`src/common/gauntlet_defs.svh`:
```
// Gauntlet I/O shared constants
// Download stream layout, program ROM map and game codes
`ifndef GAUNTLET_DEFS_SVH
`define GAUNTLET_DEFS_SVH

// ####################################################################
// Download stream
`define GIO_ADDR_W        25
`define GIO_IDX_ROM       8'd0     // ROM image bytes
`define GIO_IDX_GAME      8'd1     // game type byte
`define GIO_IDX_DIP       8'd254   // DIP switch bytes, addr 0..7

// ####################################################################
// Program ROM
`define GIO_PROG_AW       19       // CPU word address
`define GIO_BANK_AW_LARGE 15       // 32K words
`define GIO_BANK_AW_SMALL 14       // 16K words, 10A/10B pair
`define GIO_NUM_BANKS     6

// Download regions, matched against the upper byte address bits
`define GIO_REG_B0        9'h00C   // addr[24:16], 0C0000..0CFFFF
`define GIO_REG_B1        10'h01E  // addr[24:15], 0F0000..0F7FFF
`define GIO_REG_HI        7'h04    // addr[24:18], 100000..13FFFF, banks 2..5
`define GIO_GFX_LIMIT     25'h0C0000

// Graphics dword address
`define GIO_GFX_AW        23

// Slapstic / game codes
`define GIO_GAME_G1       8'd104   // Gauntlet
`define GIO_GAME_G2       8'd106   // Gauntlet II
`define GIO_GAME_G2P      8'd107   // 2-player Gauntlet
`define GIO_GAME_VIND     8'd118   // Vindicators Part II

`endif

```
`src/common/loader_pkg.sv`:
```
// Loader types
// Host download stream, program ROM write commands, graphics writes
`include "gauntlet_defs.svh"

package loader_pkg;

	typedef logic [7:0]                    load_index_t;
	typedef logic [`GIO_ADDR_W-1:0]        load_addr_t;   // byte address
	typedef logic [7:0]                    load_data_t;
	typedef logic [15:0]                   prog_word_t;
	typedef logic [`GIO_PROG_AW-1:0]       prog_addr_t;
	typedef logic [`GIO_NUM_BANKS-1:0]     bank_mask_t;   // one-hot
	typedef logic [`GIO_BANK_AW_LARGE-1:0] bank_addr_t;   // word in bank
	typedef logic [`GIO_GFX_AW-1:0]        gfx_addr_t;
	typedef logic [31:0]                   gfx_data_t;

	// Address and byte, the part of the stream the packer needs
	typedef struct packed {
		load_addr_t addr;
		load_data_t data;
	} load_payload_t;

	typedef struct packed {
		logic          download;   // download in progress
		logic          wr;         // byte strobe
		load_index_t   index;
		load_payload_t payload;
	} load_byte_t;

	typedef struct packed {
		bank_mask_t mask;
		bank_addr_t addr;
		prog_word_t word;
	} rom_wr_t;

	typedef struct packed {
		logic      stb;
		gfx_addr_t addr;
		gfx_data_t data;   // first byte in top bits
	} gfx_wr_t;

	typedef logic [7:0][7:0] dip_bank_t;   // byte n = DIP bank n

endpackage

```
`src/common/player_pkg.sv`:
```
// Player input types
// Key events, joysticks, active-low cabinet ports and game type
`include "gauntlet_defs.svh"

package player_pkg;

	typedef logic [8:0] key_code_t;   // extended flag in bit 8

	typedef struct packed {
		logic      toggle;    // flips on every event
		logic      pressed;
		key_code_t code;
	} key_event_t;

	// 0 right, 1 left, 2 down, 3 up, 7:4 buttons, 8 coin, 9 start
	typedef logic [15:0] joy_t;
	typedef logic [7:0]  player_port_t;   // active low
	typedef logic [4:0]  sys_port_t;      // service, coin1..coin4, active low

	typedef enum logic [7:0] {
		GAME_G1   = `GIO_GAME_G1,
		GAME_G2   = `GIO_GAME_G2,
		GAME_G2P  = `GIO_GAME_G2P,
		GAME_VIND = `GIO_GAME_VIND
	} game_type_e;

endpackage

```
`src/hw/load_control.sv`:
```
// Download decoder
// Splits the host byte stream into configuration writes, packing
// strobes and one-hot program ROM bank writes
`timescale 1ns/1ps
`include "gauntlet_defs.svh"

module load_control
	import loader_pkg::*;
	import player_pkg::*;
(
	input  logic       clk_sys,
	input  logic       rst_n,
	input  load_byte_t load,
	input  prog_word_t prog_word,   // packed word from byte_packer
	output logic       byte_take,
	output logic       gfx_commit,
	output rom_wr_t    rom_wr,
	output game_type_e game_type,
	output dip_bank_t  dip_bank
);

	load_addr_t addr;
	bank_mask_t bank_hit;   // region decode, no strobe qualification
	logic       cfg_game;
	logic       cfg_dip;

	assign addr = load.payload.addr;

	// ####################################################################
	// Index 0, ROM image bytes
	assign byte_take  = load.wr & load.download & (load.index == `GIO_IDX_ROM);
	// Last byte of a dword in the graphics area
	assign gfx_commit = byte_take & (addr < `GIO_GFX_LIMIT) & (addr[1:0] == 2'b11);

	always_comb begin
		bank_hit    = '0;
		bank_hit[0] = (addr[`GIO_ADDR_W-1:16] == `GIO_REG_B0);
		bank_hit[1] = (addr[`GIO_ADDR_W-1:15] == `GIO_REG_B1);   // half size
		// 100000..13FFFF, one 64 KB bank per step of bits 17:16
		for (int i = 0; i < 4; i++) begin
			bank_hit[2 + i] = (addr[`GIO_ADDR_W-1:18] == `GIO_REG_HI) &&
				(addr[17:16] == 2'(i));
		end
	end

	// Word complete on the odd byte
	always_comb begin
		rom_wr.mask = (byte_take & addr[0]) ? bank_hit : '0;
		rom_wr.addr = addr[15:1];   // bank 1 uses the low 14 bits
		rom_wr.word = prog_word;
	end

	// ####################################################################
	// Configuration registers
	assign cfg_game = load.wr & (load.index == `GIO_IDX_GAME);
	assign cfg_dip  = load.wr & (load.index == `GIO_IDX_DIP) &
		(addr[`GIO_ADDR_W-1:3] == '0);   // only 0..7

	always_ff @(posedge clk_sys) begin
		if (!rst_n) begin
			game_type <= GAME_G1;
			dip_bank  <= '1;   // all switches off
		end else begin
			if (cfg_game)
				game_type <= game_type_e'(load.payload.data);
			if (cfg_dip)
				dip_bank[addr[2:0]] <= load.payload.data;
		end
	end

endmodule

```
`config.mk`:
```
export PLATFORM = sky130hd
export DESIGN_NAME = load_control
export DESIGN_NICKNAME = d
export VERILOG_FILES = /design/src/common/loader_pkg.sv /design/src/common/player_pkg.sv /design/src/hw/load_control.sv
export VERILOG_INCLUDE_DIRS = /design/src /design/src/common
export SDC_FILE = /design/constraint.sdc
export NUM_CORES = 1
export LEC_CHECK = 0
export BUFFER_PORTS_ARGS = -buffer_cell sky130_fd_sc_hd__buf_2
export CORE_MARGIN = 4
export CORE_UTILIZATION = 41
export CTS_BUF_LIST = sky130_fd_sc_hd__clkbuf_16
export DETAILED_ROUTE_END_ITERATION = 12
export GPL_TIMING_DRIVEN = 1
export PLACE_DENSITY_LB_ADDON = 0.15
export SYNTH_ARGS = -nofsm -noshare
export SYNTH_HDL_FRONTEND = slang
export SYNTH_SLANG_ARGS = --single-unit
```
`constraint.sdc`:
```
create_clock -name clk_sys -period 1.8 [get_ports clk_sys]
set_input_delay 0.09 -clock clk_sys [delete_from_list [all_inputs] [get_ports clk_sys]]
set_output_delay 0.09 -clock clk_sys [all_outputs]
set_load 0.03 [all_outputs]
```
==> results.py <==
metrics = {
    "clocking": {
        "cts_inserted_buffers": 9,
        "cts_root_buffer": "clkbuf_16",
        "cts.sinks": 72,
        "insertion_delay_ns": 0.32,
        "clock_path_buffers": 2,
        "cts_tree": "yes",
        "path_clk_slew_ns": 0.06,
        "h-tree-depth": 3,
    },
    "power_and_ir_drop": {
        "irDropWorstVdd_v": 0.000662,
        "fin_total_pwr_mw": 4.03,
        "cellLeakagePower_nw": 1.83,
        "power_density_nw_per_um2": 848,
    },
    "synthesis": {
        "yosysUniqueCellTypes": 25,
        "synth_cells": 316,
        "synth_area_per_cell_sq_um": 10.9,
        "syn-num-nets": 377,
        "netlist_area_sq_um": 3430,
        "ys_ff_latch": 72,
        "yosysWarnings": 0,
        "ys_seq_area_frac": 0.420,
    },
    "routing": {
        "routed_wl_um": 9130,
        "top_layer": "met4",
        "vias_per_cell": 4.72,
        "drcViolationCount": 0,
        "firstDrtPassIters": 4,
        "routed-wl-met3_um": 686,
        "drt-met1-wl_um": 3850,
        "wl_per_cell_um": 16.3,
        "drt-initial-drc-count": 62,
        "ant_nets": 0,
        "met2WireLength_um": 4370,
        "vias": 2643,
    },
    "grt": {
        "track_usage": 0.184,
        "grt_pass1_vias": 2763,
        "grt-ovfl-total": 0,
        "antenna_found_initial": 0,
        "grt_pass1_wl_um": 14300,
        "grt_max_degree": 38,
    },
    "setup_path": {
        "reg2reg_to": "game_type[5]",
        "crit_top_cell": "nor4_4",
        "critPathMaxFanout": 3,
        "rr_startpoint": "game_type[5]",
        "slowest_delay_ns": 0.54,
        "cp.required_ns": 1.71,
        "cp_cell_sequence": "buf_2 -> nor4_4 -> nand2_2 -> or4_4 -> nor4_4 -> buf_6",
        "critPathKind": "in -> out",
        "critPathArrivalTime_ns": 1.63,
        "critPathTopFamily": "simple AND/OR/NAND/NOR gates",
        "cp-start-kind": "primary input",
        "path_buf_inv": 2,
        "crit_slowest_cell": "or4_4",
        "ff2ff_path_depth": 2,
        "crit_path_end_kind": "output pin",
        "r2r_setup_slack_ns": 1.17,
    },
    "timing": {
        "slew_headroom": 0.717,
        "fin_skew_ns": 0,
        "clock.fmax_mhz": 582,
        "holdWs_ns": 0.0420,
        "post-route-period-util": 0.955,
        "finalSetupTns_ns": 0,
        "worst_pin_slew_ns": 0.424,
        "maxSlewViolCount": 0,
        "setup_ws_ns": 0.0811,
        "period_minus_slack_ns": 1.72,
        "setup_violations": 0,
        "hold_violations": 0,
    },
    "worst_hold_path": {
        "whs_endpoint": "game_type[2]",
        "hold_path_class": "in -> reg",
        "hp-start": "load[2]",
        "whs_path_depth": 3,
    },
    "die": {
        "dieArea_sq_um": 9910,
        "start_util": 0.420,
        "chipHeight_um": 99.5,
        "pin_count": 172,
        "std_cell_rows": 33,
        "coreArea_sq_um": 8180,
        "die_width_um": 99.5,
    },
    "finish": {
        "stdcell_area_sq_um": 4760,
        "fin_util": 0.582,
        "final_cells": 560,
        "syn2layout_area_growth_pct": 38.5,
        "diodes": 0,
        "final_nets": 511,
        "drive_gt1_frac": 0.462,
    },
    "placed_design": {
        "dpl_cell_area_sq_um": 4300,
        "port_buffers": 139,
        "place_hpwl_um": 6720,
        "gp_congestion": 0.920,
        "place_ws_ns": -0.129,
        "post-place-cells": 541,
    },
    "flow_run": {
        "cap_violations": 0,
    },
    "outcome": {
        "status": "completed",
    },
}
-- Yosys cell counts (all sizes together) --
| cell | count | area share |
|---|---|---|
| clkbuf | 8 | 0.0087 |
| and3 | 2 | 0.0040 |
| mux2i | 72 | 0.21 |
| nor2 | 3 | 0.0033 |
| or4 | 1 | 0.0022 |
| nand4 | 2 | 0.012 |
| nor4b | 2 | 0.0069 |
| nand3 | 1 | 0.0015 |
| and4bb | 2 | 0.0073 |
| and3b | 2 | 0.0058 |
| nor2b | 77 | 0.14 |
| nand2b | 3 | 0.0055 |
| nor3b | 1 | 0.0022 |
| buf | 40 | 0.078 |
| nor4 | 16 | 0.079 |
| nand2 | 10 | 0.011 |
| or2 | 1 | 0.0018 |
| inv | 1 | 0.0011 |
| dfxtp | 72 | 0.42 |
-- worst reg2reg max path, cell delays in order (launching register included) --
cell     delay, ns
dfxtp_1       0.31
mux2i_1       0.14
nand2_1       0.06
-- per-layer routing --
| layer | vias up | global-route usage |
|---|---|---|
| li1 | 1307 | - |
| met1 | 1216 | 0.228 |
| met2 | 100 | 0.307 |
| met3 | 20 | 0.0442 |
| met4 | 0 | 0.0767 |
| met5 | - | 0 |
-- how the worst max path moves through the flow --
stage | from | end | slack (ns) | cells past startpoint
CTS | load[40] | rom_wr[33] | 0.009 | 9
finish | load[29] | rom_wr[32] | 0.08 | 6
global route | load[40] | rom_wr[32] | -0.02 | 7
floorplan | load[40] | rom_wr[33] | 0.005 | 4
global placement | load[40] | rom_wr[32] | -0.11 | 7
detailed placement | load[40] | rom_wr[32] | -0.13 | 7
-- cell type report --
| class | count | area [sq um] |
|---|---|---|
| flip-flops and latches | 72 | 1440 |
| clock buffers | 9 | 225 |
| fillers | 699 | 3420 |
| clock inverters | 7 | 136 |
| inverters | 1 | 3.75 |
| repair buffers | 171 | 1050 |
| multi-input cells | 195 | 1770 |
| well taps | 105 | 131 |
-- state kept, by name (all words and copies together) (netlist names) --
signal     flops
dip_bank      64
game_type      8
-- timing repair --
item | in CTS | in global routing
endpoints found under the hold margin | 3 | 0
hold buffers | 3 | 0
endpoints found under the setup margin | 3 | 6
buffers inserted | 0 | 0
pin swaps | 1 | 0
gates resized for setup | 2 | 15
-- cells by family (layout without fill, tap and decap cells) --
group,after synthesis,count (layout),synth area share
simple gates,123,123,0.283
flops,72,72,0.420
buf+inv,49,188,0.0874
mux,72,72,0.210
-- report_power, final --
part | leakage [nW] | total (mW) | internal (mW) | switching [mW]
registers | 0.583 | 1.59 | 1.59 | 0.000100
logic | 1.07 | 0.290 | 0.117 | 0.173
clock network | 0.182 | 2.15 | 1.49 | 0.661
-- layout by cell type (no fill, tap or decap), drive strengths merged, types with 2 or more instances in the layout --
cell	n
buf	167
clkbuf	10
bufinv	4
nor4b	2
nand2	10
nand4	2
inv	3
mux2i	72
nor2b	77
dlygate4sd3	3
and3b	2
and4bb	2
and3	2
nand2b	3
nor2	3
nor4	16
dfxtp	72
(Power assumes the default switching activity.)
