## config.mk

```make
export PLATFORM = sky130hd
export DESIGN_NAME = byte_packer
export DESIGN_NICKNAME = d
export VERILOG_FILES = /design/src/common/loader_pkg.sv /design/src/hw/byte_packer.sv
export VERILOG_INCLUDE_DIRS = /design/src /design/src/common
export SDC_FILE = /design/constraint.sdc
export NUM_CORES = 1
export LEC_CHECK = 0
export ABC_AREA = 1
export BUFFER_PORTS_ARGS = -buffer_cell sky130_fd_sc_hd__buf_2
export CAP_MARGIN = 10
export CORE_UTILIZATION = 46
export CTS_CLUSTER_SIZE = 10
export DETAILED_ROUTE_END_ITERATION = 7
export PLACE_DENSITY = 0.79
export SYNTH_ARGS = -nofsm -noshare
export SYNTH_HDL_FRONTEND = slang
export SYNTH_SLANG_ARGS = --single-unit
```

## constraint.sdc

```tcl
create_clock -name clk_sys -period 1 [get_ports clk_sys]
set_input_delay 0.3 -clock clk_sys [delete_from_list [all_inputs] [get_ports clk_sys]]
set_output_delay 0.3 -clock clk_sys [all_outputs]
set_load 0.01 [all_outputs]
```

## src/common/gauntlet_defs.svh

```systemverilog
// Gauntlet I/O shared constants
// Download stream layout, program ROM map and game codes
`ifndef GAUNTLET_DEFS_SVH
`define GAUNTLET_DEFS_SVH

// ####################################################################
// Download stream
`define GIO_ADDR_W        25
`define GIO_IDX_ROM       8'd0     // ROM image bytes
`define GIO_IDX_GAME      8'd1     // game type byte
`define GIO_IDX_DIP       8'd254   // DIP switch bytes, addr 0..7

// ####################################################################
// Program ROM
`define GIO_PROG_AW       19       // CPU word address
`define GIO_BANK_AW_LARGE 15       // 32K words
`define GIO_BANK_AW_SMALL 14       // 16K words, 10A/10B pair
`define GIO_NUM_BANKS     6

// Download regions, matched against the upper byte address bits
`define GIO_REG_B0        9'h00C   // addr[24:16], 0C0000..0CFFFF
`define GIO_REG_B1        10'h01E  // addr[24:15], 0F0000..0F7FFF
`define GIO_REG_HI        7'h04    // addr[24:18], 100000..13FFFF, banks 2..5
`define GIO_GFX_LIMIT     25'h0C0000

// Graphics dword address
`define GIO_GFX_AW        23

// Slapstic / game codes
`define GIO_GAME_G1       8'd104   // Gauntlet
`define GIO_GAME_G2       8'd106   // Gauntlet II
`define GIO_GAME_G2P      8'd107   // 2-player Gauntlet
`define GIO_GAME_VIND     8'd118   // Vindicators Part II

`endif

```

## src/common/loader_pkg.sv

```systemverilog
// Loader types
// Host download stream, program ROM write commands, graphics writes
`include "gauntlet_defs.svh"

package loader_pkg;

	typedef logic [7:0]                    load_index_t;
	typedef logic [`GIO_ADDR_W-1:0]        load_addr_t;   // byte address
	typedef logic [7:0]                    load_data_t;
	typedef logic [15:0]                   prog_word_t;
	typedef logic [`GIO_PROG_AW-1:0]       prog_addr_t;
	typedef logic [`GIO_NUM_BANKS-1:0]     bank_mask_t;   // one-hot
	typedef logic [`GIO_BANK_AW_LARGE-1:0] bank_addr_t;   // word in bank
	typedef logic [`GIO_GFX_AW-1:0]        gfx_addr_t;
	typedef logic [31:0]                   gfx_data_t;

	// Address and byte, the part of the stream the packer needs
	typedef struct packed {
		load_addr_t addr;
		load_data_t data;
	} load_payload_t;

	typedef struct packed {
		logic          download;   // download in progress
		logic          wr;         // byte strobe
		load_index_t   index;
		load_payload_t payload;
	} load_byte_t;

	typedef struct packed {
		bank_mask_t mask;
		bank_addr_t addr;
		prog_word_t word;
	} rom_wr_t;

	typedef struct packed {
		logic      stb;
		gfx_addr_t addr;
		gfx_data_t data;   // first byte in top bits
	} gfx_wr_t;

	typedef logic [7:0][7:0] dip_bank_t;   // byte n = DIP bank n

endpackage

```

## src/hw/byte_packer.sv

```systemverilog
// Byte packer
// Keeps the last three download bytes, offers the 16-bit program word
// and registers completed 32-bit graphics words
`timescale 1ns/1ps

module byte_packer
	import loader_pkg::*;
(
	input  logic          clk_sys,
	input  logic          rst_n,
	input  logic          byte_take,
	input  logic          gfx_commit,
	input  load_payload_t data,        // byte with its address
	output prog_word_t    prog_word,
	output gfx_wr_t       gfx_wr
);

	logic [23:0] acc;   // previous bytes, newest in 7:0
	logic        gfx_stb;
	gfx_addr_t   gfx_addr;
	gfx_data_t   gfx_data;

	always_ff @(posedge clk_sys) begin
		if (byte_take)
			acc <= {acc[15:0], data.data};
	end

	assign prog_word = {acc[7:0], data.data};   // previous byte is high

	always_ff @(posedge clk_sys) begin
		if (!rst_n)
			gfx_stb <= 1'b0;
		else
			gfx_stb <= gfx_commit;   // single cycle pulse
	end

	always_ff @(posedge clk_sys) begin
		if (gfx_commit) begin
			gfx_addr <= data.addr[`GIO_ADDR_W-1:2];   // dword index
			gfx_data <= {acc, data.data};
		end
	end

	assign gfx_wr = '{stb: gfx_stb, addr: gfx_addr, data: gfx_data};

endmodule

```

==> reports/metrics.csv, run 1 <==
metric,value,unit
failing checks,setup timing,
WL/cell,13.7,um
"commonest cells after routing, fill and taps aside","buf_2 (106), edfxtp_1 (79), buf_4 (10)",
Worst Path Required,0.70,ns
Fin Hold WS,0.142,ns
worst min path class,in2reg,
worst reg2reg startpoint,acc[6],
Synth Net Count,136,
clock slew at reported path FFs,0.08,ns
post-layout minimum cycle time,1.19,ns
Final Util,0.637,
die height,76.1,um
total wire length,3920,um
crit path cell chain,buf_2,
"Cell Count, Final, Fillers Out",286,
Initial Util,0.486,
"commonest non-fill, non-tap cell in the layout",buf_2,
die width,76.1,um
xor and xnor area share after synthesis,0,
top cell type's share of synthesized area,0.939,
DIE AREA,0.00580,mm^2
post-synthesis sequential area ratio,0.947,
worst path buffer plus inverter count,1,
iteration count of the initial detailed-routing pass,4,
Max transition margin,0.907,
vias in the first global route,1206,
CP Capture Type,primary output,
IO Pins,109,
RD Place Congestion,0.693,
WHS Endpoint,gfx_addr[0],
simple-gate portion of the synthesized area,0.00149,
CP Class,reg2out,
period utilization,1.19,
max cap viols,0,
pin count of the biggest net entering global routing,27,
WHS Path Cells,1,
"flops & latches, synth",80,
Synth Cell Area,0.00253,mm^2
grt ovf,0,
RSZ-0062 raised after global routing,yes,
endpoints failing hold,0,
Post-Syn Area per Cell,25.5,um^2
actual slew at the worst max-slew pin,0.139,ns
final setup vio count,64,
pre-CTS setup slack,0.0248,ns
# resized after CTS,0,
Core ar.,0.00520,mm^2
Detail Route Antenna Nets,0,
DRC Markers,0,
Worst Path Max Fanout,3,
# H-tree levels,3,
largest family of logic cells by synthesized area,buffers and inverters,
dpl hpwl,2710,um
mux share of post-synthesis cell area,0,
CTS max path bufs,2,
CP max stage delay,0.41,ns
yosys warns,0,
worst skew pair latency,0.33,ns
status,finished with violations,
Worst setup SP type,flip-flop,
Critical Path AT,0.89,ns
Via Count,1256,
Ant. Diodes,0,
HP Start,data[10],
count of cell types in the netlist,5,
Synth Area in Compound Gates,0,
Area Growth Syn to Fin,31.1,%
worst reg2reg path depth,2,
Site Rows,26,
initial antenna violation count,0,
share of cells above drive strength 1,0.616,
worst vdd ir,907,uV
Final nets,249,
Synth Area in Adders,0,
first-pass GRT wire length,6210,um
clock buffer count from CTS,9,
leakage power,1.37,nW
worst setup margin,-0.193,ns
"area leader, netlist",edfxtp_1,
Crit Reg-Reg Endpoint,acc[14],
Max Fclk,838,MHz
gr usage total,0.151,
drt initial violations,75,
TritonCTS clock tree,done,
top post-synthesis cells by area,"edfxtp_1 (94%), buf_4 (5.0%), dfxtp_1 (0.79%)",
r2r setup slk,0.10,ns
PwrDens,1950,mW/mm^2
Post-Syn Instances,99,
crit-path leading delay family,flip-flops,
Clock Skew,0.00654,ns
Avg Vias per Cell,4.39,
clk sink count,80,
worst-path cell with the longest stage delay,edfxtp_1,
placed cells,262,
IO buf count,106,
Total Power,0.00645,W
fill cell count,370,
Clock Tree Root,clkbuf_8,
fin. max-slew vios,0,
==> final cells by class <==
class / instances / area, um^2 / share of cell area
clock buffers: 9 / 124 / 0.0374
clock inverters: 6 / 36.3 / 0.0110
inverters: 1 / 3.75 / 0.00113
multi-input cells: 1 / 3.75 / 0.00113
flip-flops and latches: 80 / 2390 / 0.722
well taps: 70 / 87.6 / 0.0264
repair buffers: 119 / 666 / 0.201
==> layer usage <==
metal | global-route usage | vias to the layer above | part of all wire
met5 | 0 | - | 0
met4 | 0.0865 | 0 | 0.013
met3 | 0.0659 | 8 | 0.089
met2 | 0.236 | 72 | 0.48
met1 | 0.174 | 587 | 0.42
li1 | - | 589 | -
==> logic make-up (layout without fill, tap and decap cells) <==
kind of cell / count (synthesis) / in the layout
and+or+nand+nor: 1 / 1
DFF: 80 / 80
buffers and inverters: 18 / 135
==> how the worst max path moves through the flow <==
stage / startpoint / end / slack, ns / cells after the start
after floorplan: acc[2] / prog_word[10] / 0.18 / 1
after global placement: gfx_commit / gfx_addr[4] / 0.02 / 2
after detailed placement: gfx_commit / gfx_addr[4] / 0.02 / 2
after CTS: acc[2] / prog_word[10] / -0.22 / 1
after global routing: acc[1] / prog_word[9] / -0.24 / 1
final: acc[1] / prog_word[9] / -0.19 / 1
==> flip-flops by register name, summed over array words and instances, names as in the netlist <==
register  cells
acc          24
gfx_addr     23
gfx_data     32
gfx_stb       1
==> power breakdown <==
part	internal [W]	leakage, nW	switching (W)	total [W]
sequential	0.00395	0.782	0.0000644	0.00402
clock	0.000878	0.0867	0.00104	0.00192
combinational	0.000236	0.504	0.000278	0.000515
total	0.00507	1.37	0.00139	0.00645
==> stage by stage <==
step / cell area, um^2 / setup TNS (ns)
detailed placement: 3090 / 0
CTS: 3300 / -10.13
floorplan: 2530 / 0
global route: 3310 / -12.06
finish: 3310 / -8.82
global placement: 3090 / 0
==> timing repair <==
action	4_1_cts	5_1_grt
setup endpoints to repair	64	64
hold buffers	0	0
buffers inserted	7	2
hold endpoints to repair	0	0
==> worst reg2reg max path: stages, from the launching register on <==
cell      delay, ns
edfxtp_1       0.39
buf_4          0.14
buf_4          0.12
==> synth_stat cells <==
cell type	count
nand2_1	1
edfxtp_1	79
dfxtp_1	1
buf_4	17
inv_1	1
Note: power is estimated with default switching activity, not from simulation.
==> run 2, diff against run 1 <==
Settings changed: ABC_AREA 1 to default, SKIP_LAST_GASP from default to 1.
==> run 2 against run 1 <==
The run still ends with setup timing left. Synthesized area barely moved. Clock skew rose by 0.0011 ns. Sequential power barely moved. Cell count did not move. Non-clock buffer count did not move. Die area barely moved. Design area rose by 0.91%. Total power rose by 7.2%. Flip-flop and latch count did not move. Largest power group unchanged.
==> reports/metrics.csv, run 2 <==
metric,value,unit
Post-CTS Setup Inserts,8,
failing checks,setup timing,
count of cell types in the netlist,4,
Synth Flop Type,edfxtp_1,
RSZ-0062 raised after global routing,yes,
total wire length,3930,um
Synth Net Count,135,
die width,76.1,um
top post-synthesis cells by area,"edfxtp_1 (94%), buf_4 (5.1%), dfxtp_1 (0.79%)",
initial antenna violation count,0,
"commonest cells after routing, fill and taps aside","buf_2 (106), edfxtp_1 (79), buf_4 (11)",
worst min path class,in2reg,
# H-tree levels,3,
Detail Route Antenna Nets,0,
fill cell count,371,
Synth Cell Area,0.00253,mm^2
CP max stage delay,0.42,ns
endpoints failing hold,0,
yosys warns,0,
"count leader, synth",edfxtp_1,
top cell type's share of synthesized area,0.939,
WL/cell,13.7,um
Worst Path Max Fanout,2,
worst reg2reg path depth,2,
grt ovf,0,
crit path cell chain,buf_2,
Post-Syn Area per Cell,25.8,um^2
iteration count of the initial detailed-routing pass,4,
IO buf count,106,
first-pass GRT wire length,5960,um
crit-path leading delay family,flip-flops,
max cap viols,0,
"Hold-fix buffers, CTS",0,
vias in the first global route,1203,
max reg flops,32,
worst skew pair latency,0.33,ns
worst setup margin,-0.199,ns
Clock Skew,0.00763,ns
Max transition margin,0.863,
WHS Path Cells,1,
Initial Util,0.485,
period utilization,1.20,
Max Fclk,834,MHz
IO Pins,109,
most flop-heavy register,gfx_data,
Via Count,1241,
TNS Setup,-8.50,ns
leakage power,1.38,nW
clock slew at reported path FFs,0.07,ns
CTS max path bufs,2,
Worst setup SP type,flip-flop,
gr usage total,0.143,
PwrDens,2070,mW/mm^2
Area Growth Syn to Fin,32.3,%
"commonest non-fill, non-tap cell in the layout",buf_2,
worst-path cell with the longest stage delay,edfxtp_1,
share of cells above drive strength 1,0.606,
Site Rows,26,
Clock Tree Root,clkbuf_8,
pin count of the biggest net entering global routing,41,
post-layout minimum cycle time,1.20,ns
Core ar.,0.00520,mm^2
cell count along the critical path,1,
DRC Markers,0,
DIE AREA,0.00579,mm^2
CP Class,reg2out,
asr flop ratio synth,0,
RD Place Congestion,0.755,
biggest regs,"gfx_data: 32 flops, acc: 24 flops, gfx_addr: 23 flops",
"flops & latches, synth",80,
Post-synth EDFFs,79,
status,finished with violations,
CP Capture Type,primary output,
post-placement cell area,0.00306,mm^2
"area leader, netlist",edfxtp_1,
Avg Vias per Cell,4.34,
Final Cell Area,0.00334,mm^2
Post-Syn Instances,98,
Critical Path AT,0.90,ns
TritonCTS clock tree,done,
post-synthesis sequential area ratio,0.947,
Final nets,248,
clk sink count,80,
drt initial violations,99,
Synth top cells by count,"edfxtp_1 (79), buf_4 (17), and2_1 (1), dfxtp_1 (1)",
fin. max-slew vios,0,
clock buffer count from CTS,9,
Worst Path Required,0.70,ns
final setup vio count,64,
worst path buffer plus inverter count,1,
Ant. Diodes,0,
worst vdd ir,851,uV
die height,76.1,um
# resized after CTS,0,
actual slew at the worst max-slew pin,0.206,ns
==> run 2: cell types whose count changed after synthesis, sizes merged <==
cell / change
and2: +1
inv: -1
nand2: -1
==> run 2: cell type report <==
class                   count  area [um^2]  share of cell area
clock buffers              12          135              0.0404
multi-input cells           1         6.26             0.00187
well taps                  70         87.6              0.0262
clock inverters             4         68.8              0.0206
repair buffers            119          653               0.195
flip-flops and latches     80         2390               0.716
==> run 2: kinds of logic (layout without fill, tap and decap cells) <==
logic type / count (synthesis) / after routing / share of synthesized area
buf+inv: 17 / 135 / 0.0505
flops: 80 / 80 / 0.947
simple gates: 1 / 1 / 0.00248
==> run 2: metrics by stage <==
| step | utilization | std cells | total power, W | worst slack (ns) | hold slack, ns |
|---|---|---|---|---|---|
| after global placement | 0.589 | 260 | 0.00455 | 0.0323 | 0.403 |
| final | 0.642 | 286 | 0.00692 | -0.199 | 0.145 |
| after floorplan | - | 98 | 0.00427 | 0.183 | 0.399 |
| after CTS | 0.639 | 284 | 0.00698 | -0.203 | 0.128 |
| after detailed placement | 0.589 | 260 | 0.00457 | 0.0187 | 0.413 |
| after global routing | 0.642 | 286 | 0.00715 | -0.246 | 0.132 |
==> run 2: path summary, 6_finish.rpt <==
| check | to | slack, ns | from |
|---|---|---|---|
| worst max register to register | acc[9] | 0.06 | acc[1] |
| worst min-delay path | gfx_addr[3] | 0.15 | data[13] |
| worst max-delay path | prog_word[9] | -0.20 | acc[1] |
| worst min register to register | gfx_data[31] | 0.43 | acc[23] |
==> run 2: per-layer routing <==
metal,up-vias,GRT usage,part of all wire
met3,12,0.0527,0.10
met1,559,0.162,0.39
met4,0,0.0865,0.025
met5,-,0,0
li1,588,-,-
met2,82,0.231,0.48
==> run 2: report_power, final <==
part	total, W	switching, W	leakage, nW	internal [W]
Combinational	0.000511	0.000279	0.492	0.000232
Clock	0.00239	0.000990	0.102	0.00140
Sequential	0.00402	0.0000632	0.782	0.00395
Total	0.00692	0.00133	1.38	0.00558
==> run 3, diff against run 2 <==
Settings changed: PLACE_DENSITY 0.79 to 0.76.
==> run 3 against run 2 <==
Die area is the same. Flip-flop and latch count is the same. Largest cell class unchanged. Combinational power shrank 5.3%. Design area shrank 1.6%. Setup slack lost 0.0069 ns. Cell count shrank 1.4%. Total power shrank 4.3%. The flow still finishes with violations (setup timing). Non-clock buffer count shrank 4. Hold slack lost 0.0011 ns.
==> reports/metrics.csv, run 3 (same netlist as run 2, synthesis figures left out) <==
metric,value,unit
max reg flops,32,
Via Count,1234,
# resized after CTS,0,
worst min path class,in2reg,
Clock Skew,0.00682,ns
Total Power,0.00662,W
drt initial violations,87,
max cap viols,0,
Critical Path AT,0.91,ns
clock buffer count from CTS,9,
# H-tree levels,3,
crit-path leading delay family,flip-flops,
RD Place Congestion,0.708,
Clock Tree Root,clkbuf_8,
failing checks,setup timing,
worst skew pair latency,0.33,ns
PwrDens,2010,mW/mm^2
Avg Vias per Cell,4.38,
fin. max-slew vios,0,
"commonest non-fill, non-tap cell in the layout",buf_2,
endpoints failing hold,0,
fill cell count,379,
"commonest cells after routing, fill and taps aside","buf_2 (106), edfxtp_1 (79), clkbuf_8 (9)",
TritonCTS clock tree,done,
total wire length,3750,um
grt ovf,0,
CP Capture Type,primary output,
register area,0.00239,mm^2
RSZ-0062 raised after global routing,yes,
worst vdd ir,934,uV
period utilization,1.21,
Initial Util,0.485,
Worst setup SP type,flip-flop,
leakage power,1.35,nW
post-layout minimum cycle time,1.21,ns
Max transition margin,0.872,
pin count of the biggest net entering global routing,38,
CP max stage delay,0.42,ns
"Cell Count, Final, Fillers Out",282,
CTS max path bufs,2,
clk sink count,80,
Detail Route Antenna Nets,0,
IO buf count,106,
vias in the first global route,1126,
Final nets,244,
cell count along the critical path,1,
Final Util,0.632,
biggest regs,"gfx_data: 32 flops, acc: 24 flops, gfx_addr: 23 flops",
Site Rows,26,
actual slew at the worst max-slew pin,0.192,ns
share of cells above drive strength 1,0.599,
worst setup margin,-0.205,ns
placed cells,261,
Area Growth Syn to Fin,30.2,%
initial antenna violation count,0,
Worst Path Required,0.70,ns
"Hold-fix buffers, CTS",0,
Max Fclk,830,MHz
DIE AREA,0.00579,mm^2
worst path buffer plus inverter count,1,
Multi-input gate area,6.26,um^2
first-pass GRT wire length,5650,um
iteration count of the initial detailed-routing pass,4,
WL/cell,13.3,um
final setup vio count,64,
clock slew at reported path FFs,0.07,ns
Ant. Diodes,0,
Worst Path Max Fanout,3,
die width,76.1,um
gr usage total,0.139,
worst-path cell with the longest stage delay,edfxtp_1,
worst reg2reg path depth,2,
most flop-heavy register,gfx_data,
dpl hpwl,2610,um
Core ar.,0.00520,mm^2
IO Pins,109,
WHS Path Cells,1,
die height,76.1,um
status,finished with violations,
crit path cell chain,buf_2,
CP Class,reg2out,
DRC Markers,0,
## run 3: cell count changes in the layout (fill, tap and decap cells not counted)
cell | before | now
clkinv_2 | 1 | 2
clkinv_1 | 1 | 2
buf_4 | 11 | 7
bufinv_16 | 2 | 1
clkbuf_1 | 3 | 2
## run 3: repair_timing
item,CTS,global route
pin swaps,0,0
setup endpoints to repair,64,64
buffers inserted,4,1
endpoints found under the hold margin,0,0
## run 3: layout make-up
class | count | share of cell area
well taps | 70 | 0.0266
multi-input cells | 1 | 0.00190
repair buffers | 115 | 0.189
flip-flops and latches | 80 | 0.728
clock buffers | 11 | 0.0400
clock inverters | 5 | 0.0145
## run 3: through the flow
step	instance area [um^2]	TNS, ns	setup WS [ns]	hold WS (ns)
4_1_cts	3280	-9.99	-0.224	0.127
3_3_place_gp	3070	0	0.0188	0.401
3_5_place_dp	3070	0	0.00480	0.406
2_1_floorplan	2530	0	0.183	0.399
6_report	3290	-8.61	-0.205	0.144
5_1_grt	3290	-11.40	-0.248	0.119
## run 3: per-layer routing
layer  track usage  up-vias  share of wire  wire [um]
li1              -      580              -          -
met1         0.167      577           0.41       1530
met2         0.217       73           0.51       1900
met3        0.0395        4          0.079        297
met4        0.0981        0         0.0088         33
met5             0        -              0          0
## run 3: report_power, final
part           switching (W)  internal, W  leakage (nW)  total, W
Sequential         0.0000663      0.00396         0.782   0.00402
Clock               0.000981      0.00113        0.0922   0.00211
Combinational       0.000268     0.000217         0.473  0.000484
## run 3: path summary, 6_finish.rpt
path	start	endpoint	slack [ns]
worst max-delay path	acc[5]	prog_word[13]	-0.21
worst min-delay path	data[15]	gfx_addr[5]	0.14
worst max register to register	acc[4]	acc[12]	0.10
worst min register to register	acc[19]	gfx_data[27]	0.42
