--- src/common/gauntlet_defs.svh ---
// Gauntlet I/O shared constants
// Download stream layout, program ROM map and game codes
`ifndef GAUNTLET_DEFS_SVH
`define GAUNTLET_DEFS_SVH

// ####################################################################
// Download stream
`define GIO_ADDR_W        25
`define GIO_IDX_ROM       8'd0     // ROM image bytes
`define GIO_IDX_GAME      8'd1     // game type byte
`define GIO_IDX_DIP       8'd254   // DIP switch bytes, addr 0..7

// ####################################################################
// Program ROM
`define GIO_PROG_AW       19       // CPU word address
`define GIO_BANK_AW_LARGE 15       // 32K words
`define GIO_BANK_AW_SMALL 14       // 16K words, 10A/10B pair
`define GIO_NUM_BANKS     6

// Download regions, matched against the upper byte address bits
`define GIO_REG_B0        9'h00C   // addr[24:16], 0C0000..0CFFFF
`define GIO_REG_B1        10'h01E  // addr[24:15], 0F0000..0F7FFF
`define GIO_REG_HI        7'h04    // addr[24:18], 100000..13FFFF, banks 2..5
`define GIO_GFX_LIMIT     25'h0C0000

// Graphics dword address
`define GIO_GFX_AW        23

// Slapstic / game codes
`define GIO_GAME_G1       8'd104   // Gauntlet
`define GIO_GAME_G2       8'd106   // Gauntlet II
`define GIO_GAME_G2P      8'd107   // 2-player Gauntlet
`define GIO_GAME_VIND     8'd118   // Vindicators Part II

`endif

--- src/common/player_pkg.sv ---
// Player input types
// Key events, joysticks, active-low cabinet ports and game type
`include "gauntlet_defs.svh"

package player_pkg;

	typedef logic [8:0] key_code_t;   // extended flag in bit 8

	typedef struct packed {
		logic      toggle;    // flips on every event
		logic      pressed;
		key_code_t code;
	} key_event_t;

	// 0 right, 1 left, 2 down, 3 up, 7:4 buttons, 8 coin, 9 start
	typedef logic [15:0] joy_t;
	typedef logic [7:0]  player_port_t;   // active low
	typedef logic [4:0]  sys_port_t;      // service, coin1..coin4, active low

	typedef enum logic [7:0] {
		GAME_G1   = `GIO_GAME_G1,
		GAME_G2   = `GIO_GAME_G2,
		GAME_G2P  = `GIO_GAME_G2P,
		GAME_VIND = `GIO_GAME_VIND
	} game_type_e;

endpackage

--- src/hw/player_input.sv ---
// Player input mapper
// Keyboard events through the Gauntlet or Vindicators key map,
// joystick tank steering, merged into active-low cabinet ports
`timescale 1ns/1ps

module player_input
	import player_pkg::*;
(
	input  logic               clk_sys,
	input  logic               rst_n,
	input  key_event_t         key,
	input  joy_t [3:0]         joy,
	input  logic               service,    // active high
	input  game_type_e         game_type,
	output player_port_t [3:0] player,
	output sys_port_t          sys
);

	logic               tog_q;      // toggle bit, last cycle
	logic               key_evt;
	logic               vind;       // Vindicators layout
	player_port_t [3:0] key_p;      // held keys, active high
	logic [3:0]         coin_key;   // coin1..coin4
	joy_t [3:0]         joy_q;
	logic [1:0][3:0]    steer_q;    // {x_bk, w_bk, x_fw, w_fw} per tank
	player_port_t [3:0] joy_p;      // joystick bits in port order

	// Eight-way stick to two tracks, W left and X right
	function automatic logic [3:0] steer(input logic [3:0] udlr);
		case (udlr)
			4'b1010: steer = 4'b0010;   // up left
			4'b1000: steer = 4'b0011;   // up
			4'b1001: steer = 4'b0001;   // up right
			4'b0001: steer = 4'b1001;   // right, spin
			4'b0101: steer = 4'b0100;   // down right
			4'b0100: steer = 4'b1100;   // down
			4'b0110: steer = 4'b1000;   // down left
			4'b0010: steer = 4'b0110;   // left, spin
			default: steer = 4'b0000;
		endcase
	endfunction

	assign vind    = (game_type == GAME_VIND);
	assign key_evt = key.toggle ^ tog_q;

	// ####################################################################
	// Keyboard
	always_ff @(posedge clk_sys) begin
		if (!rst_n) begin
			tog_q    <= 1'b0;
			key_p    <= '0;
			coin_key <= '0;
		end else begin
			tog_q <= key.toggle;
			if (key_evt && vind) begin
				case (key.code)
					9'h023: key_p[0][7] <= key.pressed;   // P1 R back (D)
					9'h01B: key_p[0][6] <= key.pressed;   // P1 L back (S)
					9'h024: key_p[0][5] <= key.pressed;   // P1 R forward (E)
					9'h01D: key_p[0][4] <= key.pressed;   // P1 L forward (W)
					9'h02D: key_p[0][3] <= key.pressed;   // P1 R thumb (R)
					9'h015: key_p[0][2] <= key.pressed;   // P1 L thumb (Q)
					9'h02B: key_p[0][1] <= key.pressed;   // P1 R trigger (F)
					9'h01C: key_p[0][0] <= key.pressed;   // P1 L trigger (A)
					9'h042: key_p[1][7] <= key.pressed;   // P2 R back (K)
					9'h03B: key_p[1][6] <= key.pressed;   // P2 L back (J)
					9'h043: key_p[1][5] <= key.pressed;   // P2 R forward (I)
					9'h03C: key_p[1][4] <= key.pressed;   // P2 L forward (U)
					9'h044: key_p[1][3] <= key.pressed;   // P2 R thumb (O)
					9'h035: key_p[1][2] <= key.pressed;   // P2 L thumb (Y)
					9'h04B: key_p[1][1] <= key.pressed;   // P2 R trigger (L)
					9'h033: key_p[1][0] <= key.pressed;   // P2 L trigger (H)
					9'h016: key_p[2][0] <= key.pressed;   // P1 start (1)
					9'h01E: key_p[2][1] <= key.pressed;   // P2 start (2)
					9'h02E: coin_key[0] <= key.pressed;   // coin1 (5)
					9'h036: coin_key[1] <= key.pressed;   // coin2 (6)
					default: ;
				endcase
			end else if (key_evt) begin
				case (key.code)
					9'h175: key_p[0][7] <= key.pressed;   // P1 up (up arrow)
					9'h172: key_p[0][6] <= key.pressed;   // P1 down (down arrow)
					9'h16B: key_p[0][5] <= key.pressed;   // P1 left (left arrow)
					9'h174: key_p[0][4] <= key.pressed;   // P1 right (right arrow)
					9'h014: key_p[0][1] <= key.pressed;   // P1 fire (left ctrl)
					9'h011: key_p[0][0] <= key.pressed;   // P1 magic (left alt)
					9'h02D: key_p[1][7] <= key.pressed;   // P2 up (R)
					9'h02B: key_p[1][6] <= key.pressed;   // P2 down (F)
					9'h023: key_p[1][5] <= key.pressed;   // P2 left (D)
					9'h034: key_p[1][4] <= key.pressed;   // P2 right (G)
					9'h01C: key_p[1][1] <= key.pressed;   // P2 fire (A)
					9'h01B: key_p[1][0] <= key.pressed;   // P2 magic (S)
					9'h043: key_p[2][7] <= key.pressed;   // P3 up (I)
					9'h042: key_p[2][6] <= key.pressed;   // P3 down (K)
					9'h03B: key_p[2][5] <= key.pressed;   // P3 left (J)
					9'h04B: key_p[2][4] <= key.pressed;   // P3 right (L)
					9'h114: key_p[2][1] <= key.pressed;   // P3 fire (right ctrl)
					9'h059: key_p[2][0] <= key.pressed;   // P3 magic (right shift)
					9'h075: key_p[3][7] <= key.pressed;   // P4 up (keypad 8)
					9'h072: key_p[3][6] <= key.pressed;   // P4 down (keypad 2)
					9'h06B: key_p[3][5] <= key.pressed;   // P4 left (keypad 4)
					9'h074: key_p[3][4] <= key.pressed;   // P4 right (keypad 6)
					9'h070: key_p[3][1] <= key.pressed;   // P4 fire (keypad 0)
					9'h071: key_p[3][0] <= key.pressed;   // P4 magic (keypad .)
					9'h02E: coin_key[0] <= key.pressed;   // coin1 (5)
					9'h036: coin_key[1] <= key.pressed;   // coin2 (6)
					9'h03D: coin_key[2] <= key.pressed;   // coin3 (7)
					9'h03E: coin_key[3] <= key.pressed;   // coin4 (8)
					default: ;
				endcase
			end
		end
	end

	// ####################################################################
	// Joysticks, steering registered after the stick sample
	always_ff @(posedge clk_sys) begin
		if (!rst_n) begin
			joy_q   <= '0;
			steer_q <= '0;
		end else begin
			joy_q      <= joy;
			steer_q[0] <= steer(joy_q[0][3:0]);
			steer_q[1] <= steer(joy_q[1][3:0]);
		end
	end

	always_comb begin
		if (vind) begin
			joy_p[0] = {steer_q[0], joy_q[0][7:4]};
			joy_p[1] = {steer_q[1], joy_q[1][7:4]};
			joy_p[2] = {6'b0, joy_q[1][9], joy_q[0][9]};   // starts
			joy_p[3] = '0;
		end else begin
			for (int i = 0; i < 4; i++)
				joy_p[i] = {joy_q[i][3:0], joy_q[i][7:4]};   // up in bit 7
		end
		for (int i = 0; i < 4; i++)
			player[i] = ~(key_p[i] | joy_p[i]);
	end

	assign sys = {~service,
		~(coin_key[0] | joy_q[0][8]),
		~(coin_key[1] | joy_q[1][8]),
		~(coin_key[2] | joy_q[2][8]),
		~(coin_key[3] | joy_q[3][8])};

endmodule

--- config.mk ---
export PLATFORM = sky130hd
export DESIGN_NAME = player_input
export DESIGN_NICKNAME = d
export VERILOG_FILES = /design/src/common/player_pkg.sv /design/src/hw/player_input.sv
export VERILOG_INCLUDE_DIRS = /design/src /design/src/common
export SDC_FILE = /design/constraint.sdc
export NUM_CORES = 1
export LEC_CHECK = 0
export ABC_AREA = 1
export BUFFER_PORTS_ARGS = -buffer_cell sky130_fd_sc_hd__buf_2
export CAP_MARGIN = 10
export CORE_ASPECT_RATIO = 0.8
export CORE_UTILIZATION = 50
export DETAILED_ROUTE_END_ITERATION = 10
export GPL_ROUTABILITY_DRIVEN = 0
export PLACE_DENSITY = 0.78
export SKIP_LAST_GASP = 1
export SLEW_MARGIN = 20
export SYNTH_ARGS = -nofsm -noshare
export SYNTH_HDL_FRONTEND = slang
export SYNTH_SLANG_ARGS = --single-unit
--- constraint.sdc ---
create_clock -name clk_sys -period 1.95 [get_ports clk_sys]
set_clock_uncertainty 0.2 [all_clocks]
set_input_delay 0.39 -clock clk_sys [delete_from_list [all_inputs] [get_ports clk_sys]]
set_output_delay 0.39 -clock clk_sys [all_outputs]
set_load 0.005 [all_outputs]
==> flow_summary.toml, run 1 <==
[place]
dp.cells = 771
placed_area_um2 = 4460
port_buffers = 96
place_hpwl_um = 7220

[synthesis]
synthesis.area_um2 = 3790
ys_seq_elements = 79
yosysTopAreaCell = "dfxtp_1"
synth_cell_types = 26
synthCells = 585
synth_top_area_share_pct = 41.8
synth_nets = 671
syn_avg_cell_area_um2 = 6.47
synth_warnings = 0
synthTopCellsByArea = "dfxtp_1, nand2_1, nor2_1"
yosysSeqAreaShare_pct = 41.8

[timing]
period_share_pct = 99.5
maxSlewHeadroom_pct = 72.5
report.final.setup_viol = 0
timing.fmax_mhz = 515
hold_viol_final = 0
holdWs_ns = 0.0133
maxSlewViolCount = 0
worst_pin_slew_ns = 0.413
fin_crit_ns = 1.94
rsz0062_at_grt = "yes"

[run]
maxCapViolCount = 0

[worst_setup_path]
crit_fanout = 7
crit_path_top_delay_cell = "a211oi_2"
rrSetupSlack_ns = 0.32
setup.worst_path.end_class = "primary output"
reg2regPathDepth = 8
crit_chain = "buf_8, nand2_4, inv_2, nand2_2, nor2_4, clkbuf_16, buf_6, a211oi_2, buf_2"
path_class = "in -> out"
slowest_delay_ns = 0.20
cp.arrival_ns = 1.35
start_kind = "input port"
required_ns = 1.36

[detailed_routing]
drt_iter0_drc = 262
drc = 0
ant_nets = 0
vias = 4157
wl_per_cell_um = 13.1
routed_wl_um = 10800
first_pass_iters = 7
via_per_inst = 5.04

[global_route]
antenna_found_initial = 0
grt_pass1_wl_um = 16200
globalRouteMet2Util_pct = 46.6
grt.busiest_layer = "met2"
use_met3_pct = 7.97
grt_usage_pct = 26.1
met1_usage_pct = 29.7
gr-total-overflow = 0
grt_max_degree = 25
first_global_vias = 3788

[floorplanning]
rows = 27
start_util_pct = 53.4
die_w_um = 99.3
die_area_um2 = 7930
core_area_um2 = 7090
ios = 123
die_h_um = 79.8

[layout]
final_common_cell = "nand2_1"
finalNonFillerCells = 824
fin_util_pct = 74.6
nets = 818
stdcell_area_um2 = 5290
n_antenna_cell = 0
drive_gt1_share_pct = 27.1
layout_common_cells = "nand2_1, nor2_1, inv_1"
area_growth_pct = 39.8

[cts]
ctsLongestPathBuffers = 2
cts_tree = "yes"
clkLatencyLatePin_ns = 0.35
htree_levels = 3
numClockSinks = 79
cts_root_buffer = "clkbuf_8"
cts_buffers = 9
clk_pin_slew_ns = 0.08

[worst_hold_path]
hp-class = "in -> reg"
min_path_cells = 3

[pwr]
p_per_area_nw_per_um2 = 668
ir_worst_vdd_v = 0.000617
p_leak_nw = 2.71

[outcome]
status = "finished, final reports clean"
## critical path: cells and delay by family
| family | cells | cell delay [ns] |
|---|---|---|
| AOI/OAI and AO/OA | 1 | 0.20 |
| buffers and inverters | 5 | 0.57 |
| and+or+nand+nor | 3 | 0.20 |
## metal layers
layer / wire length (µm) / share of wire (%)
met5: 0 / 0
met4: 230 / 2.1
met2: 5260 / 49
met3: 975 / 9.0
met1: 4360 / 40
## area by class of cell
| class | instances | area (µm²) |
|---|---|---|
| multi-input combinational | 390 | 1870 |
| fill | 551 | 1800 |
| sequential | 79 | 1580 |
| timing repair buffer | 151 | 1130 |
| inverter | 101 | 379 |
| clock buffer | 11 | 151 |
| tap | 87 | 109 |
| clock inverter | 5 | 78.8 |
## where the power goes
part	total, W	switching (W)	internal [W]	leakage, nW
logic	0.000462	0.000249	0.000213	1.95
registers	0.00169	0.0000211	0.00167	0.649
clock network	0.00139	0.000597	0.000791	0.120
total	0.00354	0.000867	0.00267	2.71
## cell usage after synthesis, drive strengths merged
| master | n |
|---|---|
| a21oi | 39 |
| o21ai | 8 |
| clkinv | 1 |
| nand4 | 5 |
| buf | 9 |
| inv | 100 |
| clkbuf | 6 |
| nor3 | 7 |
| nand2 | 164 |
| nand3 | 35 |
| dfxtp | 79 |
| a31oi | 1 |
| a211oi | 10 |
| nor2 | 121 |
## sequential cells by signal, summed over array words and instances, names as in the netlist
name      cells
coin_key      4
joy_q        38
tog_q         1
key_p        28
steer_q       8
## per-stage QoR
step	total power [W]	setup WS (ns)	setup TNS, ns
floorplan	0.00191	0.173	0
global placement	0.00208	-0.131	-0.858
detailed placement	0.00210	-0.196	-1.63
CTS	0.00352	-0.00215	-0.00430
global route	0.00370	-0.0248	-0.163
finish	0.00354	0.00924	0
## worst paths after layout
path | startpoint | to
max | game_type[2] | player[13]
min | joy[5] | joy_q[5]
max reg2reg | tog_q | key_p[13]
min reg2reg | coin_key[1] | coin_key[1]
## repair_timing
action | CTS | global route
pin swaps | 2 | 13
endpoints found under the hold margin | 26 | 0
resized for setup | 6 | 46
hold buffers | 26 | 0
buffers inserted | 2 | 6
gates cloned | 0 | 3
setup endpoints to repair | 11 | 14
## logic make-up (layout without fill, tap and decap cells)
kind of cell / after synthesis / in the layout / share of synthesized area (%)
simple gates: 332 / 332 / 37.4
buf+inv: 116 / 268 / 12.2
flops: 79 / 79 / 41.8
compound gates: 58 / 58 / 8.63
(Power assumes the default switching activity.)
==> run 2, diff against run 1 <==
==> constraint.sdc (replaced) <==
create_clock -name clk_sys -period 1.95 [get_ports clk_sys]
set_clock_uncertainty 0.2 [all_clocks]
set_input_delay 0 -clock clk_sys [delete_from_list [all_inputs] [get_ports clk_sys]]
set_output_delay 0 -clock clk_sys [all_outputs]
set_load 0.005 [all_outputs]
==> run 2 against run 1 <==
  * Core utilization down 0.67 points
  * Sequential share of layout area up 0.29 points
  * Non-clock buffer count up 16
  * Clock power up 6%
  * Sequential cell count unchanged
  * Combinational power up 1%
  * Hold slack worse by 0.0050 ns
  * First-iteration DRC count up 26%
  * Via count up 1.3%
  * Largest cell class unchanged
==> flow_summary.toml, run 2 (synthesis results as in run 1) <==
[outcome]
status = "finished, final reports clean"

[global_route]
grt_usage_pct = 28.1
first_global_vias = 3972
gr-total-overflow = 0
grt_max_degree = 30
grt_pass1_wl_um = 17400
antenna_found_initial = 0

[place]
dp.cells = 759
place_hpwl_um = 7010
port_buffers = 96

[timing]
period_share_pct = 94.9
report.final.setup_viol = 0
worst_pin_slew_ns = 0.388
fin_tns_setup_ns = 0
maxSlewViolCount = 0
fin_crit_ns = 1.85
hold_viol_final = 0
maxSlewHeadroom_pct = 74.0
holdWs_ns = 0.00829
rsz0062_at_grt = "yes"
timing.fmax_mhz = 540

[pwr]
sequentialPowerShare_pct = 46.3
ir_worst_vdd_v = 0.000414
swShare_pct = 23.6
p_clk_share_pct = 40.8
p_int_w = 0.00277
p_sw_w = 0.000858
p_per_area_nw_per_um2 = 692
p_leak_nw = 2.66
p_comb_share_pct = 12.9

[cts]
ctsLongestPathBuffers = 2
cts_tree = "yes"
clk_pin_slew_ns = 0.08
clkLatencyLatePin_ns = 0.35
cts_buffers = 9
numClockSinks = 79
cts_root_buffer = "clkbuf_8"
htree_levels = 3

[worst_setup_path]
crit_path_top_delay_cell = "dlygate4sd3_1"
crit_top_cell = "dlygate4sd3_1"
critical-path-top-delay-family = "buffers and inverters"
path_class = "in -> reg"
start_kind = "input port"
crit_chain = "dlygate4sd3_1, buf_2, inv_1, nand2_1, nor2_2, a31oi_1, dlygate4sd3_1, nor3_1"
required_ns = 2.03
cp.buffers_inverters = 4
cp.arrival_ns = 1.93
slowest_delay_ns = 0.57
setup.worst_path.end_class = "flop"
crit_fanout = 5

[detailed_routing]
first_pass_iters = 6
wl_per_cell_um = 12.7
routed_wl_um = 10700
vias = 4213
drt_iter0_drc = 329
drc = 0
via_per_inst = 5.02
ant_nets = 0

[layout]
final_common_cell = "nand2_1"
largest_register = "joy_q"
drive_gt1_share_pct = 20.2
fillers = 542
reg.largest.list = "joy_q: 38 flops, key_p: 28 flops, steer_q: 8 flops"
nets = 834
regArea_um2 = 1580
area_growth_pct = 38.5
multi_input_area_um2 = 1750
largest_reg_flops = 38
n_antenna_cell = 0
finalNonFillerCells = 840
layout_common_cells = "nand2_1, nor2_1, buf_2"

[floorplanning]
die_w_um = 99.3
core_area_um2 = 7090
rows = 27
die_h_um = 79.8
die_area_um2 = 7930
ios = 123
start_util_pct = 53.4

[run]
maxCapViolCount = 0

[worst_hold_path]
hp-class = "in -> out"
[run 2: changes by cell type in the layout (fill, tap and decap cells not counted), sizes merged]
cell,delta
clkinv,-1
bufinv,+1
dlygate4sd3,+37
clkbuf,-3
buf,-18
[run 2: per-layer routing]
layer / GRT usage (%) / share of wire, % / vias to the layer above
li1: - / - / 2104
met1: 31.7 / 41 / 1853
met2: 49.4 / 48 / 220
met3: 7.36 / 8.3 / 36
met4: 14.3 / 2.8 / 0
met5: 0 / 0 / -
[run 2: path summary, 6_finish.rpt]
check                   start     endpoint  slack [ns]  cells past startpoint
setup / recovery       key[0]  coin_key[0]         0.1                      8
hold reg to reg   coin_key[1]  coin_key[1]        0.25                      2
hold / removal        service       sys[4]       0.008                      3
setup reg to reg        tog_q  coin_key[0]         0.1                      7
[run 2: timing repair]
action	in CTS	in global routing
resized for setup	0	5
endpoints found under the hold margin	67	0
hold buffers	63	0
endpoints found under the setup margin	0	9
setup buffers	0	2
[run 2: power groups by stage]
stage	Clock, W	Combinational (W)	Sequential, W
2_1_floorplan	0	0.000199	0.00172
3_3_place_gp	0	0.000339	0.00172
3_5_place_dp	0	0.000352	0.00172
4_1_cts	0.00151	0.000446	0.00168
5_1_grt	0.00158	0.000517	0.00169
6_report	0.00148	0.000468	0.00168
[run 2: layout make-up]
cell class | instances | share of cell area, %
clock buffers | 11 | 2.70
clock inverters | 5 | 1.98
inverters | 101 | 7.23
multi-input cells | 390 | 33.4
flip-flops and latches | 79 | 30.2
well taps | 87 | 2.08
repair buffers | 167 | 22.5
[run 2: through the flow]
step	utilization, %	setup WS, ns	area [µm²]	total power [W]
after floorplan	-	0.614	3790	0.00191
after global placement	61.1	0.418	4340	0.00206
after detailed placement	61.1	0.344	4340	0.00207
after CTS	73.5	0.0144	5210	0.00364
after global routing	73.9	-0.0261	5240	0.00378
final	73.9	0.0988	5240	0.00363
[run 2: worst min-delay path: stages]
cell and delay, ns:
buf_2 0.07, inv_1 0.03, buf_2 0.11
==> run 3, diff against run 2 <==
--- a/config.mk
+++ b/config.mk
@@ -14,6 +14,7 @@
 export DETAILED_ROUTE_END_ITERATION = 10
 export GPL_ROUTABILITY_DRIVEN = 0
 export PLACE_DENSITY = 0.78
+export RECOVER_POWER = 50
 export SKIP_LAST_GASP = 1
 export SLEW_MARGIN = 20
 export SYNTH_ARGS = -nofsm -noshare
==> run 3 against run 2 <==
  * The run now ends with negative hold slack left
  * Worst setup slack worse by 0.019 ns
  * Count of clock-buffer cells in the layout unchanged
  * Cell area down 0.21%
  * Sequential power about the same
  * Fmax down 1.0%
  * Critical path depth unchanged
==> flow_summary.toml, run 3 (synthesis results as in run 1) <==
[worst_setup_path]
crit_fanout = 5
rrSetupSlack_ns = 0.10
start_kind = "input port"
path_class = "in -> reg"
cp.arrival_ns = 1.95
required_ns = 2.03
setup.worst_path.end_class = "flop"

[pwr]
p_per_area_nw_per_um2 = 695
swShare_pct = 23.8
p_clk_share_pct = 40.9
sequentialPowerShare_pct = 46.3
p_int_w = 0.00277
p_leak_nw = 2.65
ir_worst_vdd_v = 0.000413
p_sw_w = 0.000865
p_comb_share_pct = 12.8
p_total_w = 0.00363

[layout]
reg.largest.list = "joy_q: 38 flops, key_p: 28 flops, steer_q: 8 flops"
nets = 834
largest_reg_flops = 38
layout_common_cells = "nand2_1, nor2_1, inv_1"
final_common_cell = "nand2_1"
n_antenna_cell = 0
finalNonFillerCells = 840
drive_gt1_share_pct = 19.0
largest_register = "joy_q"
area_growth_pct = 38.2
stdcell_area_um2 = 5230

[cts]
clkLatencyLatePin_ns = 0.36
cts_root_buffer = "clkbuf_8"
htree_levels = 3
cts_buffers = 9
ctsLongestPathBuffers = 2
clk_pin_slew_ns = 0.08
cts_tree = "yes"
numClockSinks = 79

[global_route]
gr-total-overflow = 0
grt_usage_pct = 28.1
grt_pass1_wl_um = 17400
grt_max_degree = 30
first_global_vias = 3972
antenna_found_initial = 0

[timing]
fin_crit_ns = 1.87
timing.fmax_mhz = 535
fin_tns_setup_ns = 0
holdWs_ns = -0.0105
rsz0062_at_grt = "yes"
hold_viol_final = 1
period_share_pct = 95.9
maxSlewHeadroom_pct = 72.9
setup_ws_ns = 0.0800
worst_pin_slew_ns = 0.405
report.final.setup_viol = 0
maxSlewViolCount = 0

[floorplanning]
die_area_um2 = 7930
die_w_um = 99.3
start_util_pct = 53.4
rows = 27
ios = 123
die_h_um = 79.8
core_area_um2 = 7090

[detailed_routing]
wl_per_cell_um = 12.8
drc = 0
routed_wl_um = 10800
via_per_inst = 5.05
vias = 4245
drt_iter0_drc = 316
ant_nets = 0
first_pass_iters = 5

[place]
placed_area_um2 = 4340
place_hpwl_um = 7010
dp_slack_ns = 0.344
port_buffers = 96
dp.cells = 759

[outcome]
status = "finished with violations"
violations = "negative hold slack"

[run]
maxCapViolCount = 0

[worst_hold_path]
hp-class = "in -> out"
[run 3: worst max-delay path: stages]
cell	delay, ns
dlygate4sd3_1	0.57
buf_2	0.16
inv_1	0.09
nand2_1	0.10
nor2_2	0.22
a31oi_1	0.11
dlygate4sd3_1	0.56
nor3_1	0.14
[run 3: layout make-up]
type	count	area (µm²)
fill	548	1860
clock inverter	5	104
multi-input combinational	390	1750
clock buffer	11	141
sequential	79	1580
inverter	101	379
timing repair buffer	167	1170
tap	87	109
[run 3: per-layer routing]
metal	wire [µm]	up-vias	part of all wire, %	global-route usage, %
li1	-	2109	-	-
met1	4410	1876	41	31.7
met2	5110	225	48	49.4
met5	0	-	0	0
met3	947	35	8.8	7.36
met4	278	0	2.6	14.3
[run 3: per-stage QoR]
step	util, %	hold slack [ns]
after floorplan	-	-0.173
after global placement	61.1	-0.0206
after detailed placement	61.1	-0.0173
after CTS	73.5	0.00210
after global routing	73.8	0.0116
final	73.8	-0.0105
[run 3: timing repair]
item / 4_1_cts / 5_1_grt
setup endpoints to repair: 0 / 9
hold buffers: 63 / 0
buffers inserted: 0 / 2
gates resized for setup: 0 / 5
endpoints found under the hold margin: 67 / 0
[run 3: final timing paths]
check | start | endpoint | cells past startpoint
worst max-delay path | key[0] | coin_key[0] | 8
worst min-delay path | service | sys[4] | 3
worst max register to register | tog_q | coin_key[0] | 7
worst min register to register | coin_key[1] | coin_key[1] | 2
[run 3: power by group through the flow]
| stage | clock network, W | registers [W] | logic [W] |
|---|---|---|---|
| after global placement | 0 | 0.00172 | 0.000339 |
| after floorplan | 0 | 0.00172 | 0.000199 |
| after global routing | 0.00158 | 0.00169 | 0.000515 |
| after detailed placement | 0 | 0.00172 | 0.000352 |
| after CTS | 0.00151 | 0.00168 | 0.000446 |
| final | 0.00149 | 0.00168 | 0.000466 |
